[src/rtl/conv_params.svh]
`ifndef CONV_PARAMS_SVH
`define CONV_PARAMS_SVH

// Layer dimensions
`define CONV_CH_IN        4
`define CONV_CH_OUT       2
`define CONV_IMAGE_SIZE   16

// Arithmetic widths
`define CONV_DATA_WIDTH   16
`define CONV_ACC_WIDTH    40
`define CONV_FRAC_BITS    8

// Alignment FIFO
`define CONV_FIFO_DEPTH   32
`define CONV_START_LEVEL  8

`endif

[src/rtl/conv_pkg.sv]
`include "conv_params.svh"

package conv_pkg;

	// Signed pixel, also used for weights
	typedef logic signed [`CONV_DATA_WIDTH-1:0] pixel_t;

	// Dot product accumulator, wide enough for CH_IN products
	typedef logic signed [`CONV_ACC_WIDTH-1:0] acc_t;

	// Index = out_channel * CH_IN + in_channel
	typedef pixel_t [`CONV_CH_IN*`CONV_CH_OUT-1:0] weight_array_t;

	// Counters
	typedef logic [$clog2(`CONV_CH_IN)-1:0] ch_in_t;
	typedef logic [$clog2(`CONV_CH_OUT)-1:0] ch_out_t;
	typedef logic [$clog2(`CONV_IMAGE_SIZE)-1:0] pos_t;
	typedef logic [$clog2(`CONV_FIFO_DEPTH+1)-1:0] level_t;

endpackage

[src/rtl/conv_if.sv]
`timescale 1ns/1ps

// Result stream from the MAC into the alignment FIFO
interface conv_result_if;
	logic             valid;
	conv_pkg::pixel_t data;
	logic             last;
	logic             full;

	modport producer (output valid, output data, output last, input full);
	modport consumer (input valid, input data, input last, output full);
endinterface

// FIFO read side, data registered one cycle after rd_en
interface conv_fifo_rd_if;
	logic              rd_en;
	conv_pkg::pixel_t  data;
	logic              last;
	logic              empty;
	conv_pkg::level_t  level;

	modport fifo (input rd_en, output data, output last, output empty, output level);
	modport reader (output rd_en, input data, input last, input empty, input level);
endinterface

[src/rtl/conv_weight_bank.sv]
`timescale 1ns/1ps
`include "conv_params.svh"

module conv_weight_bank (
	input  logic                    clk,
	input  logic                    reset,
	input  logic                    valid_weight_in,
	input  conv_pkg::pixel_t        weight_in,
	output conv_pkg::weight_array_t weights
);

	localparam int NUM_WEIGHTS = `CONV_CH_IN * `CONV_CH_OUT;
	localparam int IDX_WIDTH = $clog2(NUM_WEIGHTS);

	logic [IDX_WIDTH-1:0] wr_idx;

	////////////////////////////////////////////////////////////
	// Write index, out-major order
	////////////////////////////////////////////////////////////

	always_ff @(posedge clk) begin
		if (reset) begin
			wr_idx <= '0;
		end else if (valid_weight_in) begin
			if (wr_idx == IDX_WIDTH'(NUM_WEIGHTS - 1)) begin
				wr_idx <= '0;
			end else begin
				wr_idx <= wr_idx + 1'b1;
			end
		end
	end

	////////////////////////////////////////////////////////////
	// Weight storage
	////////////////////////////////////////////////////////////

	// All weights visible in parallel to the MAC
	always_ff @(posedge clk) begin
		if (valid_weight_in) begin
			weights[wr_idx] <= weight_in;
		end
	end

endmodule

[src/rtl/conv_channel_mac.sv]
`timescale 1ns/1ps
`include "conv_params.svh"

module conv_channel_mac (
	input  logic                    clk,
	input  logic                    reset,
	input  logic                    valid_in,
	input  conv_pkg::pixel_t        pxl_in,
	input  conv_pkg::weight_array_t weights,
	conv_result_if.producer         res
);

	// Saturation limits of the output pixel
	localparam conv_pkg::acc_t SAT_MAX =
		(conv_pkg::acc_t'(1) <<< (`CONV_DATA_WIDTH - 1)) - conv_pkg::acc_t'(1);
	localparam conv_pkg::acc_t SAT_MIN = -SAT_MAX - conv_pkg::acc_t'(1);

	conv_pkg::ch_in_t  ch_cnt;
	conv_pkg::ch_out_t emit_cnt;
	conv_pkg::pos_t    pos_cnt;
	logic              emit_active;
	logic              emit_last;
	logic              group_end;
	conv_pkg::acc_t    acc      [`CONV_CH_OUT];
	conv_pkg::acc_t    acc_next [`CONV_CH_OUT];
	conv_pkg::pixel_t  result_q [`CONV_CH_OUT];

	// Arithmetic shift then clamp to the pixel range
	function automatic conv_pkg::pixel_t requant(input conv_pkg::acc_t sum);
		conv_pkg::acc_t shifted;
		shifted = sum >>> `CONV_FRAC_BITS;
		if (shifted > SAT_MAX) begin
			return conv_pkg::pixel_t'(SAT_MAX);
		end else if (shifted < SAT_MIN) begin
			return conv_pkg::pixel_t'(SAT_MIN);
		end
		return conv_pkg::pixel_t'(shifted);
	endfunction

	assign group_end = valid_in && (ch_cnt == conv_pkg::ch_in_t'(`CONV_CH_IN - 1));
	assign emit_last = (emit_cnt == conv_pkg::ch_out_t'(`CONV_CH_OUT - 1));

	////////////////////////////////////////////////////////////
	// Accumulation, all output channels in parallel
	////////////////////////////////////////////////////////////

	always_comb begin
		for (int o = 0; o < `CONV_CH_OUT; o++) begin
			acc_next[o] = pxl_in * $signed(weights[o * `CONV_CH_IN + int'(ch_cnt)]);
			// First channel of a group loads instead of adding
			if (ch_cnt != '0) begin
				acc_next[o] = acc_next[o] + acc[o];
			end
		end
	end

	always_ff @(posedge clk) begin
		for (int o = 0; o < `CONV_CH_OUT; o++) begin
			if (valid_in) begin
				acc[o] <= acc_next[o];
			end
			if (group_end) begin
				result_q[o] <= requant(acc_next[o]);
			end
		end
	end

	////////////////////////////////////////////////////////////
	// Channel, emission and position counters
	////////////////////////////////////////////////////////////

	always_ff @(posedge clk) begin
		if (reset) begin
			ch_cnt      <= '0;
			emit_cnt    <= '0;
			pos_cnt     <= '0;
			emit_active <= 1'b0;
		end else begin
			if (valid_in) begin
				ch_cnt <= group_end ? '0 : ch_cnt + 1'b1;
			end
			if (group_end) begin
				emit_active <= 1'b1;
				emit_cnt    <= '0;
			end else if (emit_active) begin
				emit_active <= !emit_last;
				emit_cnt    <= emit_last ? '0 : emit_cnt + 1'b1;
			end
			if (emit_active && emit_last) begin
				pos_cnt <= (pos_cnt == conv_pkg::pos_t'(`CONV_IMAGE_SIZE - 1)) ?
					'0 : pos_cnt + 1'b1;
			end
		end
	end

	assign res.valid = emit_active;
	assign res.data  = result_q[emit_cnt];
	assign res.last  = emit_active && emit_last &&
		(pos_cnt == conv_pkg::pos_t'(`CONV_IMAGE_SIZE - 1));

endmodule

[src/rtl/conv_align_fifo.sv]
`timescale 1ns/1ps
`include "conv_params.svh"

module conv_align_fifo (
	input  logic            clk,
	input  logic            reset,
	conv_result_if.consumer wr,
	conv_fifo_rd_if.fifo    rd
);

	localparam int PTR_WIDTH = $clog2(`CONV_FIFO_DEPTH);

	conv_pkg::pixel_t     data_mem [`CONV_FIFO_DEPTH];
	logic                 last_mem [`CONV_FIFO_DEPTH];
	logic [PTR_WIDTH-1:0] wr_ptr;
	logic [PTR_WIDTH-1:0] rd_ptr;
	conv_pkg::level_t     level;
	logic                 do_wr;
	logic                 do_rd;

	function automatic logic [PTR_WIDTH-1:0] ptr_inc(input logic [PTR_WIDTH-1:0] ptr);
		return (ptr == PTR_WIDTH'(`CONV_FIFO_DEPTH - 1)) ? '0 : ptr + 1'b1;
	endfunction

	assign rd.empty = (level == '0);
	assign rd.level = level;
	assign wr.full  = (level == conv_pkg::level_t'(`CONV_FIFO_DEPTH));

	assign do_wr = wr.valid && !wr.full;
	assign do_rd = rd.rd_en && !rd.empty;

	// Storage and registered read port
	always_ff @(posedge clk) begin
		if (do_wr) begin
			data_mem[wr_ptr] <= wr.data;
			last_mem[wr_ptr] <= wr.last;
		end
		if (do_rd) begin
			rd.data <= data_mem[rd_ptr];
		end
	end

	always_ff @(posedge clk) begin
		if (reset) begin
			wr_ptr  <= '0;
			rd_ptr  <= '0;
			level   <= '0;
			rd.last <= 1'b0;
		end else begin
			if (do_wr) wr_ptr <= ptr_inc(wr_ptr);
			if (do_rd) rd_ptr <= ptr_inc(rd_ptr);
			if (do_wr && !do_rd) begin
				level <= level + 1'b1;
			end else if (do_rd && !do_wr) begin
				level <= level - 1'b1;
			end
			// Last flag only marks the cycle of its read data
			rd.last <= do_rd && last_mem[rd_ptr];
		end
	end

endmodule

[src/rtl/conv_output_align.sv]
`timescale 1ns/1ps
`include "conv_params.svh"

module conv_output_align (
	input  logic             clk,
	input  logic             reset,
	conv_fifo_rd_if.reader   rd,
	output conv_pkg::pixel_t pxl_out,
	output logic             valid_out,
	output logic             last_out
);

	logic started;

	////////////////////////////////////////////////////////////
	// Start once enough results are buffered, then drain
	////////////////////////////////////////////////////////////

	always_ff @(posedge clk) begin
		if (reset) begin
			started <= 1'b0;
		end else if (rd.level >= conv_pkg::level_t'(`CONV_START_LEVEL)) begin
			started <= 1'b1;
		end
	end

	assign rd.rd_en = started && !rd.empty;

	// Strobe lines up with the registered FIFO data
	always_ff @(posedge clk) begin
		if (reset) begin
			valid_out <= 1'b0;
		end else begin
			valid_out <= rd.rd_en;
		end
	end

	assign pxl_out  = rd.data;
	assign last_out = rd.last;

endmodule

[src/rtl/conv_1x1_layer.sv]
`timescale 1ns/1ps

module conv_1x1_layer (
	input  logic             clk,
	input  logic             reset,
	input  logic             valid_in,
	input  conv_pkg::pixel_t pxl_in,
	input  logic             valid_weight_in,
	input  conv_pkg::pixel_t weight_in,
	output conv_pkg::pixel_t pxl_out,
	output logic             valid_out,
	output logic             last_out
);

	conv_pkg::weight_array_t weights;

	conv_result_if  result_bus ();
	conv_fifo_rd_if fifo_rd_bus ();

	////////////////////////////////////////////////////////////
	// Weights and dot products
	////////////////////////////////////////////////////////////

	conv_weight_bank conv_weight_bank_inst (
		.clk             (clk),
		.reset           (reset),
		.valid_weight_in (valid_weight_in),
		.weight_in       (weight_in),
		.weights         (weights)
	);

	conv_channel_mac conv_channel_mac_inst (
		.clk      (clk),
		.reset    (reset),
		.valid_in (valid_in),
		.pxl_in   (pxl_in),
		.weights  (weights),
		.res      (result_bus.producer)
	);

	////////////////////////////////////////////////////////////
	// Output alignment
	////////////////////////////////////////////////////////////

	conv_align_fifo conv_align_fifo_inst (
		.clk   (clk),
		.reset (reset),
		.wr    (result_bus.consumer),
		.rd    (fifo_rd_bus.fifo)
	);

	conv_output_align conv_output_align_inst (
		.clk       (clk),
		.reset     (reset),
		.rd        (fifo_rd_bus.reader),
		.pxl_out   (pxl_out),
		.valid_out (valid_out),
		.last_out  (last_out)
	);

endmodule

[config.mk]
export PLATFORM = sky130hd
export DESIGN_NAME = conv_1x1_layer
export DESIGN_NICKNAME = d
export VERILOG_FILES = /design/src/rtl/conv_pkg.sv /design/src/rtl/conv_if.sv /design/src/rtl/conv_weight_bank.sv /design/src/rtl/conv_channel_mac.sv /design/src/rtl/conv_align_fifo.sv /design/src/rtl/conv_output_align.sv /design/src/rtl/conv_1x1_layer.sv
export VERILOG_INCLUDE_DIRS = /design/src /design/src/rtl
export SDC_FILE = /design/constraint.sdc
export NUM_CORES = 2
export LEC_CHECK = 0
export BUFFER_PORTS_ARGS = -buffer_cell sky130_fd_sc_hd__buf_4
export CAP_MARGIN = 20
export CORE_MARGIN = 2
export CORE_UTILIZATION = 50
export DETAILED_ROUTE_END_ITERATION = 16
export PLACE_DENSITY = 0.8
export SLEW_MARGIN = 20
export SYNTH_ARGS = -nofsm -noshare
export SYNTH_HDL_FRONTEND = slang
export SYNTH_SLANG_ARGS = --single-unit
[constraint.sdc]
create_clock -name clk -period 10.11 [get_ports clk]
set_input_delay 1.011 -clock clk [delete_from_list [all_inputs] [get_ports clk]]
set_output_delay 1.011 -clock clk [all_outputs]
set_load 0.02 [all_outputs]
[Word level (Yosys, flattened, before mapping)]
Memories as Yosys holds them, arrays and structs flattened. A register that Yosys moved wholly into a read port is not among the register bits.
Cells that the tools add are included.
Storage, ports and cells
  memories: 4
  register bits after elaboration: 158
  logic and storage cells: 114
  bits in writable memories: 656
  output and inout port bits: 18
  input bits: 36
Memories
  conv_align_fifo_inst.data_mem: depth 32, bits a word 16, rd ports 1, clocked after memory_dff 1, write ports 1, RTL line conv_align_fifo.sv:13  | conv_pkg::pixel_t data_mem [`CONV_FIFO_DEPTH];
  conv_channel_mac_inst.acc: depth 2, bits a word 40, rd ports 2, clocked after memory_dff 0, write ports 2, RTL line conv_channel_mac.sv:24  | conv_pkg::acc_t acc [`CONV_CH_OUT];
  conv_align_fifo_inst.last_mem: depth 32, bits a word 1, rd ports 1, clocked after memory_dff 1, write ports 1, RTL line conv_align_fifo.sv:14  | logic last_mem [`CONV_FIFO_DEPTH];
  conv_channel_mac_inst.result_q: depth 2, bits a word 16, rd ports 1, clocked after memory_dff 1, write ports 2, RTL line conv_channel_mac.sv:26  | conv_pkg::pixel_t result_q [`CONV_CH_OUT];
Cells by class
  equality and inequality tests: 6
  muxes and demuxes: 44
  add/subtract/negate cells: 11
  magnitude comparators: 9
  multipliers: 2
  reductions and logical operators: 19
Operators by type and width (number)
  2-to-1 mux 16 bit: 12
  bitwise mux 128 bit: 1
  adder 40 bit: 2
  2-to-1 mux 40 bit: 2
  > comparator 32 x 16 -> 1 bit (second input constant): 2
  < comparator 32 x 16 -> 1 bit (second input constant): 2
  multiplier 16 x 16 -> 32 bit: 2
  binary-select mux 16 bit (select 3 bit): 1
  demux 16 bit (select 3 bit): 1
  binary-select mux 16 bit (select 2 bit): 1
  < comparator 32 x 5 -> 1 bit (second input constant): 1
  2-to-1 mux 5 bit: 4
  2-to-1 mux 1 bit: 17
  2-to-1 mux 6 bit: 2
  adder 5 x 1 -> 5 bit (second input constant): 2
  == test 5 bit (second input constant): 2
  logical AND 1 bit: 10
  adder 6 x 1 -> 6 bit (second input constant): 1
  == test 6 bit (second input constant): 1
  >= comparator 6 x 4 -> 1 bit (second input constant): 1
  zero test 6 bit: 1
  subtractor 6 x 1 -> 6 bit (second input constant): 1
  zero test 1 bit: 5
  adder 3 x 2 -> 4 bit (first input constant): 1
  other kinds (15): 16

[Longest topological paths before layout]
  depth after elaboration: 13
  mapped depth: 41
  depth with buffers taken out: 36

[Modules after synthesis]
From an unflattened synthesis, not the netlist that was laid out.
Second synthesis, totals
  cells, all modules: 4770
  area total of the unflattened synthesis: 57948.1 um^2
Modules (own cells, without submodules)
  conv_channel_mac: sequential area each 3543.4 um^2, instances 1, cells each 3427, area an instance 31049.8 um^2
  conv_align_fifo: sequential area each 17256.6 um^2, instances 1, cells each 1167, area an instance 22664.2 um^2
  conv_weight_bank: sequential area each 3903.7 um^2, instances 1, cells each 153, area an instance 4040.1 um^2
  conv_output_align: sequential area each 40.0 um^2, instances 1, cells each 23, area an instance 193.9 um^2

[Least setup slack after synthesis]
OpenSTA, ideal clock, no wires.
  path kind: register to register
  start: reg conv_channel_mac_inst.ch_cnt[0]
  end: mem conv_channel_mac_inst.result_q[1][13] (netlist bit), data pin
  arrival time: 10428 ps
  clock period less this slack: 10692 ps
  path buffers: 5
  data required time: 9846 ps
  setup time: 264 ps
  stages on the path, launching flop included: 38
  path slack: -582 ps
  cells stage by stage: dfxtp_1 -> clkbuf_1 -> buf_1 -> mux4_2 -> clkbuf_1 -> nand2_1 -> inv_1 -> fa_1 -> inv_1 -> fa_1 -> inv_1 -> fa_1 -> fa_1 -> inv_1 -> fa_1 -> fa_1 -> inv_1 -> ha_1 -> (+2 left out) -> or3b_2 -> o22ai_1 -> mux2i_1 -> or2_2 -> ha_1 -> buf_2 -> nand2_1 -> o21ai_0 -> a21oi_1 -> o311ai_0 -> a31oi_1 -> o21ai_0 -> xor2_1 -> nand2_1 -> xnor2_1 -> nor3b_1 -> buf_2 -> o31ai_1
RTL lines
  start: declaration: RTL line conv_channel_mac.sv:18  | conv_pkg::ch_in_t ch_cnt;
  start signal: assignment: RTL line conv_channel_mac.sv:80  | ch_cnt <= group_end ? '0 : ch_cnt + 1'b1;
  end: declaration: RTL line conv_channel_mac.sv:26

==> impl_metrics.env <==
export IMPL_outcome="complete, no violations"
export IMPL_fraction_of_layout_instances_using_a_drive_strength_above_1=0.155
export IMPL_finalSetupViolCount=0
export IMPL_path_common_cell="fa_1"
export IMPL_crit_required_ns=10.48
export IMPL_cts_root_buf="clkbuf_16"
export IMPL_critical_path_slowest_cell="or4b_4"
export IMPL_number_of_antenna_violations_at_the_first_check_in_global_routing=1
export IMPL_violation_count_after_the_first_detailed_routing_iteration=3304
export IMPL_hold_class="flip-flop to flip-flop"
export IMPL_gate_count_post_synth=4485
export IMPL_num_io_pins=54
export IMPL_synth_area_leaders="edfxtp_1 42%, fa_1 19%, mux4_2 7.9%"
export IMPL_synth_seq_area_share=0.435
export IMPL_first_pass_grt_wire_length_um=216000
export IMPL_place_hpwl_um=96500
export IMPL_detail_route_first_pass_iterations=7
export IMPL_final_max_slew_violation_count=0
export IMPL_hold_viol=0
export IMPL_cts_hold_buf=0
export IMPL_gr_total_overflow=0
export IMPL_routed_via_density=5.88
export IMPL_fp_row_count=123
export IMPL_clock_latency_ns=0.67
export IMPL_floorplan_initialDensity=0.505
export IMPL_ys_seq_elements=836
export IMPL_grtUsageTotal=0.240
export IMPL_max_clock_path_buffers=3
export IMPL_postSynthNetCount=5311
export IMPL_wl_per_cell_um=23.1
export IMPL_netlist_area_leader_share=0.422
export IMPL_fp_dieW_um=341
export IMPL_clkTransAtPathRegs_ns=0.06
export IMPL_place_congestion=0.913
export IMPL_nets=5415
export IMPL_worst_slew_margin_rel=0.230
export IMPL_dr_total_vias=36200
export IMPL_crit_path_launch_type="flip-flop"
export IMPL_detail_route_drc_violations=0
export IMPL_post_place_cells=5961
export IMPL_criticalPathCategory="flip-flop to flip-flop"
export IMPL_yosys_cell_types_count=88
export IMPL_grt_max_degree=53
export IMPL_synth_top_cell_by_area="edfxtp_1"
export IMPL_layout_cells_most_common="edfxtp_1"
export IMPL_finalCriticalPeriod_ns=9.94
export IMPL_port_buffer_count=53
export IMPL_synthesis_yosys_warnings=0
export IMPL_worst_slew_pin_slew_ns=1.15
export IMPL_core_area_sq_um=113000
export IMPL_antenna_violating_nets_post_route=0
export IMPL_yosys_most_used_dff="edfxtp_1"
export IMPL_die_height_um=341
export IMPL_crit_fanout=15
export IMPL_totalWireLength_um=142000
export IMPL_area_growth_pct=10.9
export IMPL_htreeDepth=3
export IMPL_critPathArrivalTime_ns=10.31
export IMPL_post_route_util=0.560
export IMPL_synth_edf_count=800
export IMPL_fin_clk_skew_ns=0.0502
export IMPL_endpoint_kind="flip-flop"
export IMPL_num_antenna_cells=0
export IMPL_die_area_sq_um=117000
export IMPL_final_instance_count_excl_fill=6156
export IMPL_post_syn_area_sq_um=56900
export IMPL_achievable_frequency_mhz=101
export IMPL_fin_crit_sh=0.983
export IMPL_crit_path_max_incr_delay_ns=0.58
export IMPL_cts_num_sinks=836
export IMPL_clock_tree_from_tritoncts="done"
export IMPL_cts_buffers=83
export IMPL_final_cell_mix="800 x edfxtp_1, 669 x inv_1, 525 x fa_1"
export IMPL_max_cap_viol_count=0
export IMPL_synthArstFlopShare=0
export IMPL_first_global_vias=37600
export IMPL_syn_area_per_cell_sq_um=12.7
## flip-flops by register name, indices dropped and copies added (netlist names), 2 cells and up, named ones only
signal / count
conv_weight_bank_inst.wr_idx: 3
conv_align_fifo_inst.last_mem: 32
conv_channel_mac_inst.result_q: 32
conv_channel_mac_inst.ch_cnt: 2
conv_weight_bank_inst.weights: 128
conv_align_fifo_inst.rd.data: 16
conv_channel_mac_inst.pos_cnt: 4
conv_align_fifo_inst.rd_ptr: 5
conv_align_fifo_inst.rd.level: 6
conv_align_fifo_inst.wr_ptr: 5
conv_channel_mac_inst.acc: 80
conv_align_fifo_inst.data_mem: 512
## path summary, 6_finish.rpt
check / from / endpoint / slack [ns] / cells after the start
max: conv_channel_mac_inst.ch_cnt[0] / conv_channel_mac_inst.result_q[0][0] / 0.17 / 34
min: conv_output_align_inst.started / conv_output_align_inst.started / 0.51 / 2
max reg2reg: conv_channel_mac_inst.ch_cnt[0] / conv_channel_mac_inst.result_q[0][0] / 0.17 / 34
min reg2reg: conv_output_align_inst.started / conv_output_align_inst.started / 0.51 / 2
## critical path, delay by kind of cell (launching register included)
kind	cells	cell delay, ns
adders and majority gates	8	3.47
and+or+nand+nor	9	2.58
AOI/OAI and AO/OA	8	1.13
buffers and inverters	6	0.88
xor gates and xnor gates	2	0.57
muxes	1	0.57
DFF	1	0.43
## final cells by class
| class | instances | area (sq um) |
|---|---|---|
| Clock buffer | 113 | 2230 |
| Clock inverter | 39 | 479 |
| Fill cell | 8761 | 49500 |
| Inverter | 672 | 2530 |
| Multi-Input combinational cell | 2793 | 29600 |
| Sequential cell | 836 | 24800 |
| Tap cell | 1500 | 1880 |
| Timing Repair Buffer | 203 | 1660 |
## routing by layer
layer  global-route usage  wire length (um)
met1                0.303             52700
met2                0.417             71700
met3               0.0406             12200
met4               0.0895              5800
met5                    0                10
## stage by stage
stage               setup TNS, ns  hold slack [ns]  setup slack, ns  instance area (sq um)
floorplan                       0            0.440           0.0485                  56900
global placement            -1.39            0.476           -0.101                  59500
detailed placement          -2.84            0.490           -0.214                  59500
CTS                             0            0.508           0.0233                  62300
global route                -3.78            0.528           -0.180                  63100
finish                          0            0.505            0.173                  63100
## repair_timing
item	in CTS	in global routing
pin swaps	2	17
gates resized for setup	4	102
cloned	0	6
setup buffers	8	28
setup endpoints to repair	15	30
## Yosys cell counts, types with 4 or more instances
master and instances:
a21oi_1 195, a31oi_1 18, buf_2 8, or2_2 20, ha_1 263, and2_1 257, fa_1 527, o21ai_1 7
nor4_1 10, o31ai_1 23, o21a_1 20, xnor2_1 103, a21boi_0 7, edfxtp_1 800, nand4_1 25, mux2_2 51
a21o_1 38, o221ai_1 4, o21bai_1 15, nor2_1 197, a211oi_1 22, a211o_1 11, and3_1 13, nand2_1 383
xor2_1 45, nor3_1 33, o22ai_1 8, o21ai_0 102, nand2b_1 17, nor2b_1 12, or4_1 7, buf_1 29
o211ai_1 16, inv_1 671, mux4_2 200, dfxtp_1 36, a41oi_1 4, nand3_1 27, nand3b_1 6, clkbuf_1 149
mux2i_1 27
## cells by family (layout without fill, tap and decap cells)
kind of cell / Yosys count / count (layout) / synth area share
simple gates: 1033 / 1033 / 0.0881
buf+inv: 860 / 1027 / 0.0572
flops: 836 / 836 / 0.435
compound gates: 539 / 539 / 0.0599
fa+ha+maj: 790 / 790 / 0.243
mux: 278 / 282 / 0.0940
xor+xnor: 149 / 149 / 0.0231
Power is not shown: default switching activity piles up to over one toggle a cycle in this logic, so the estimate is an artifact.
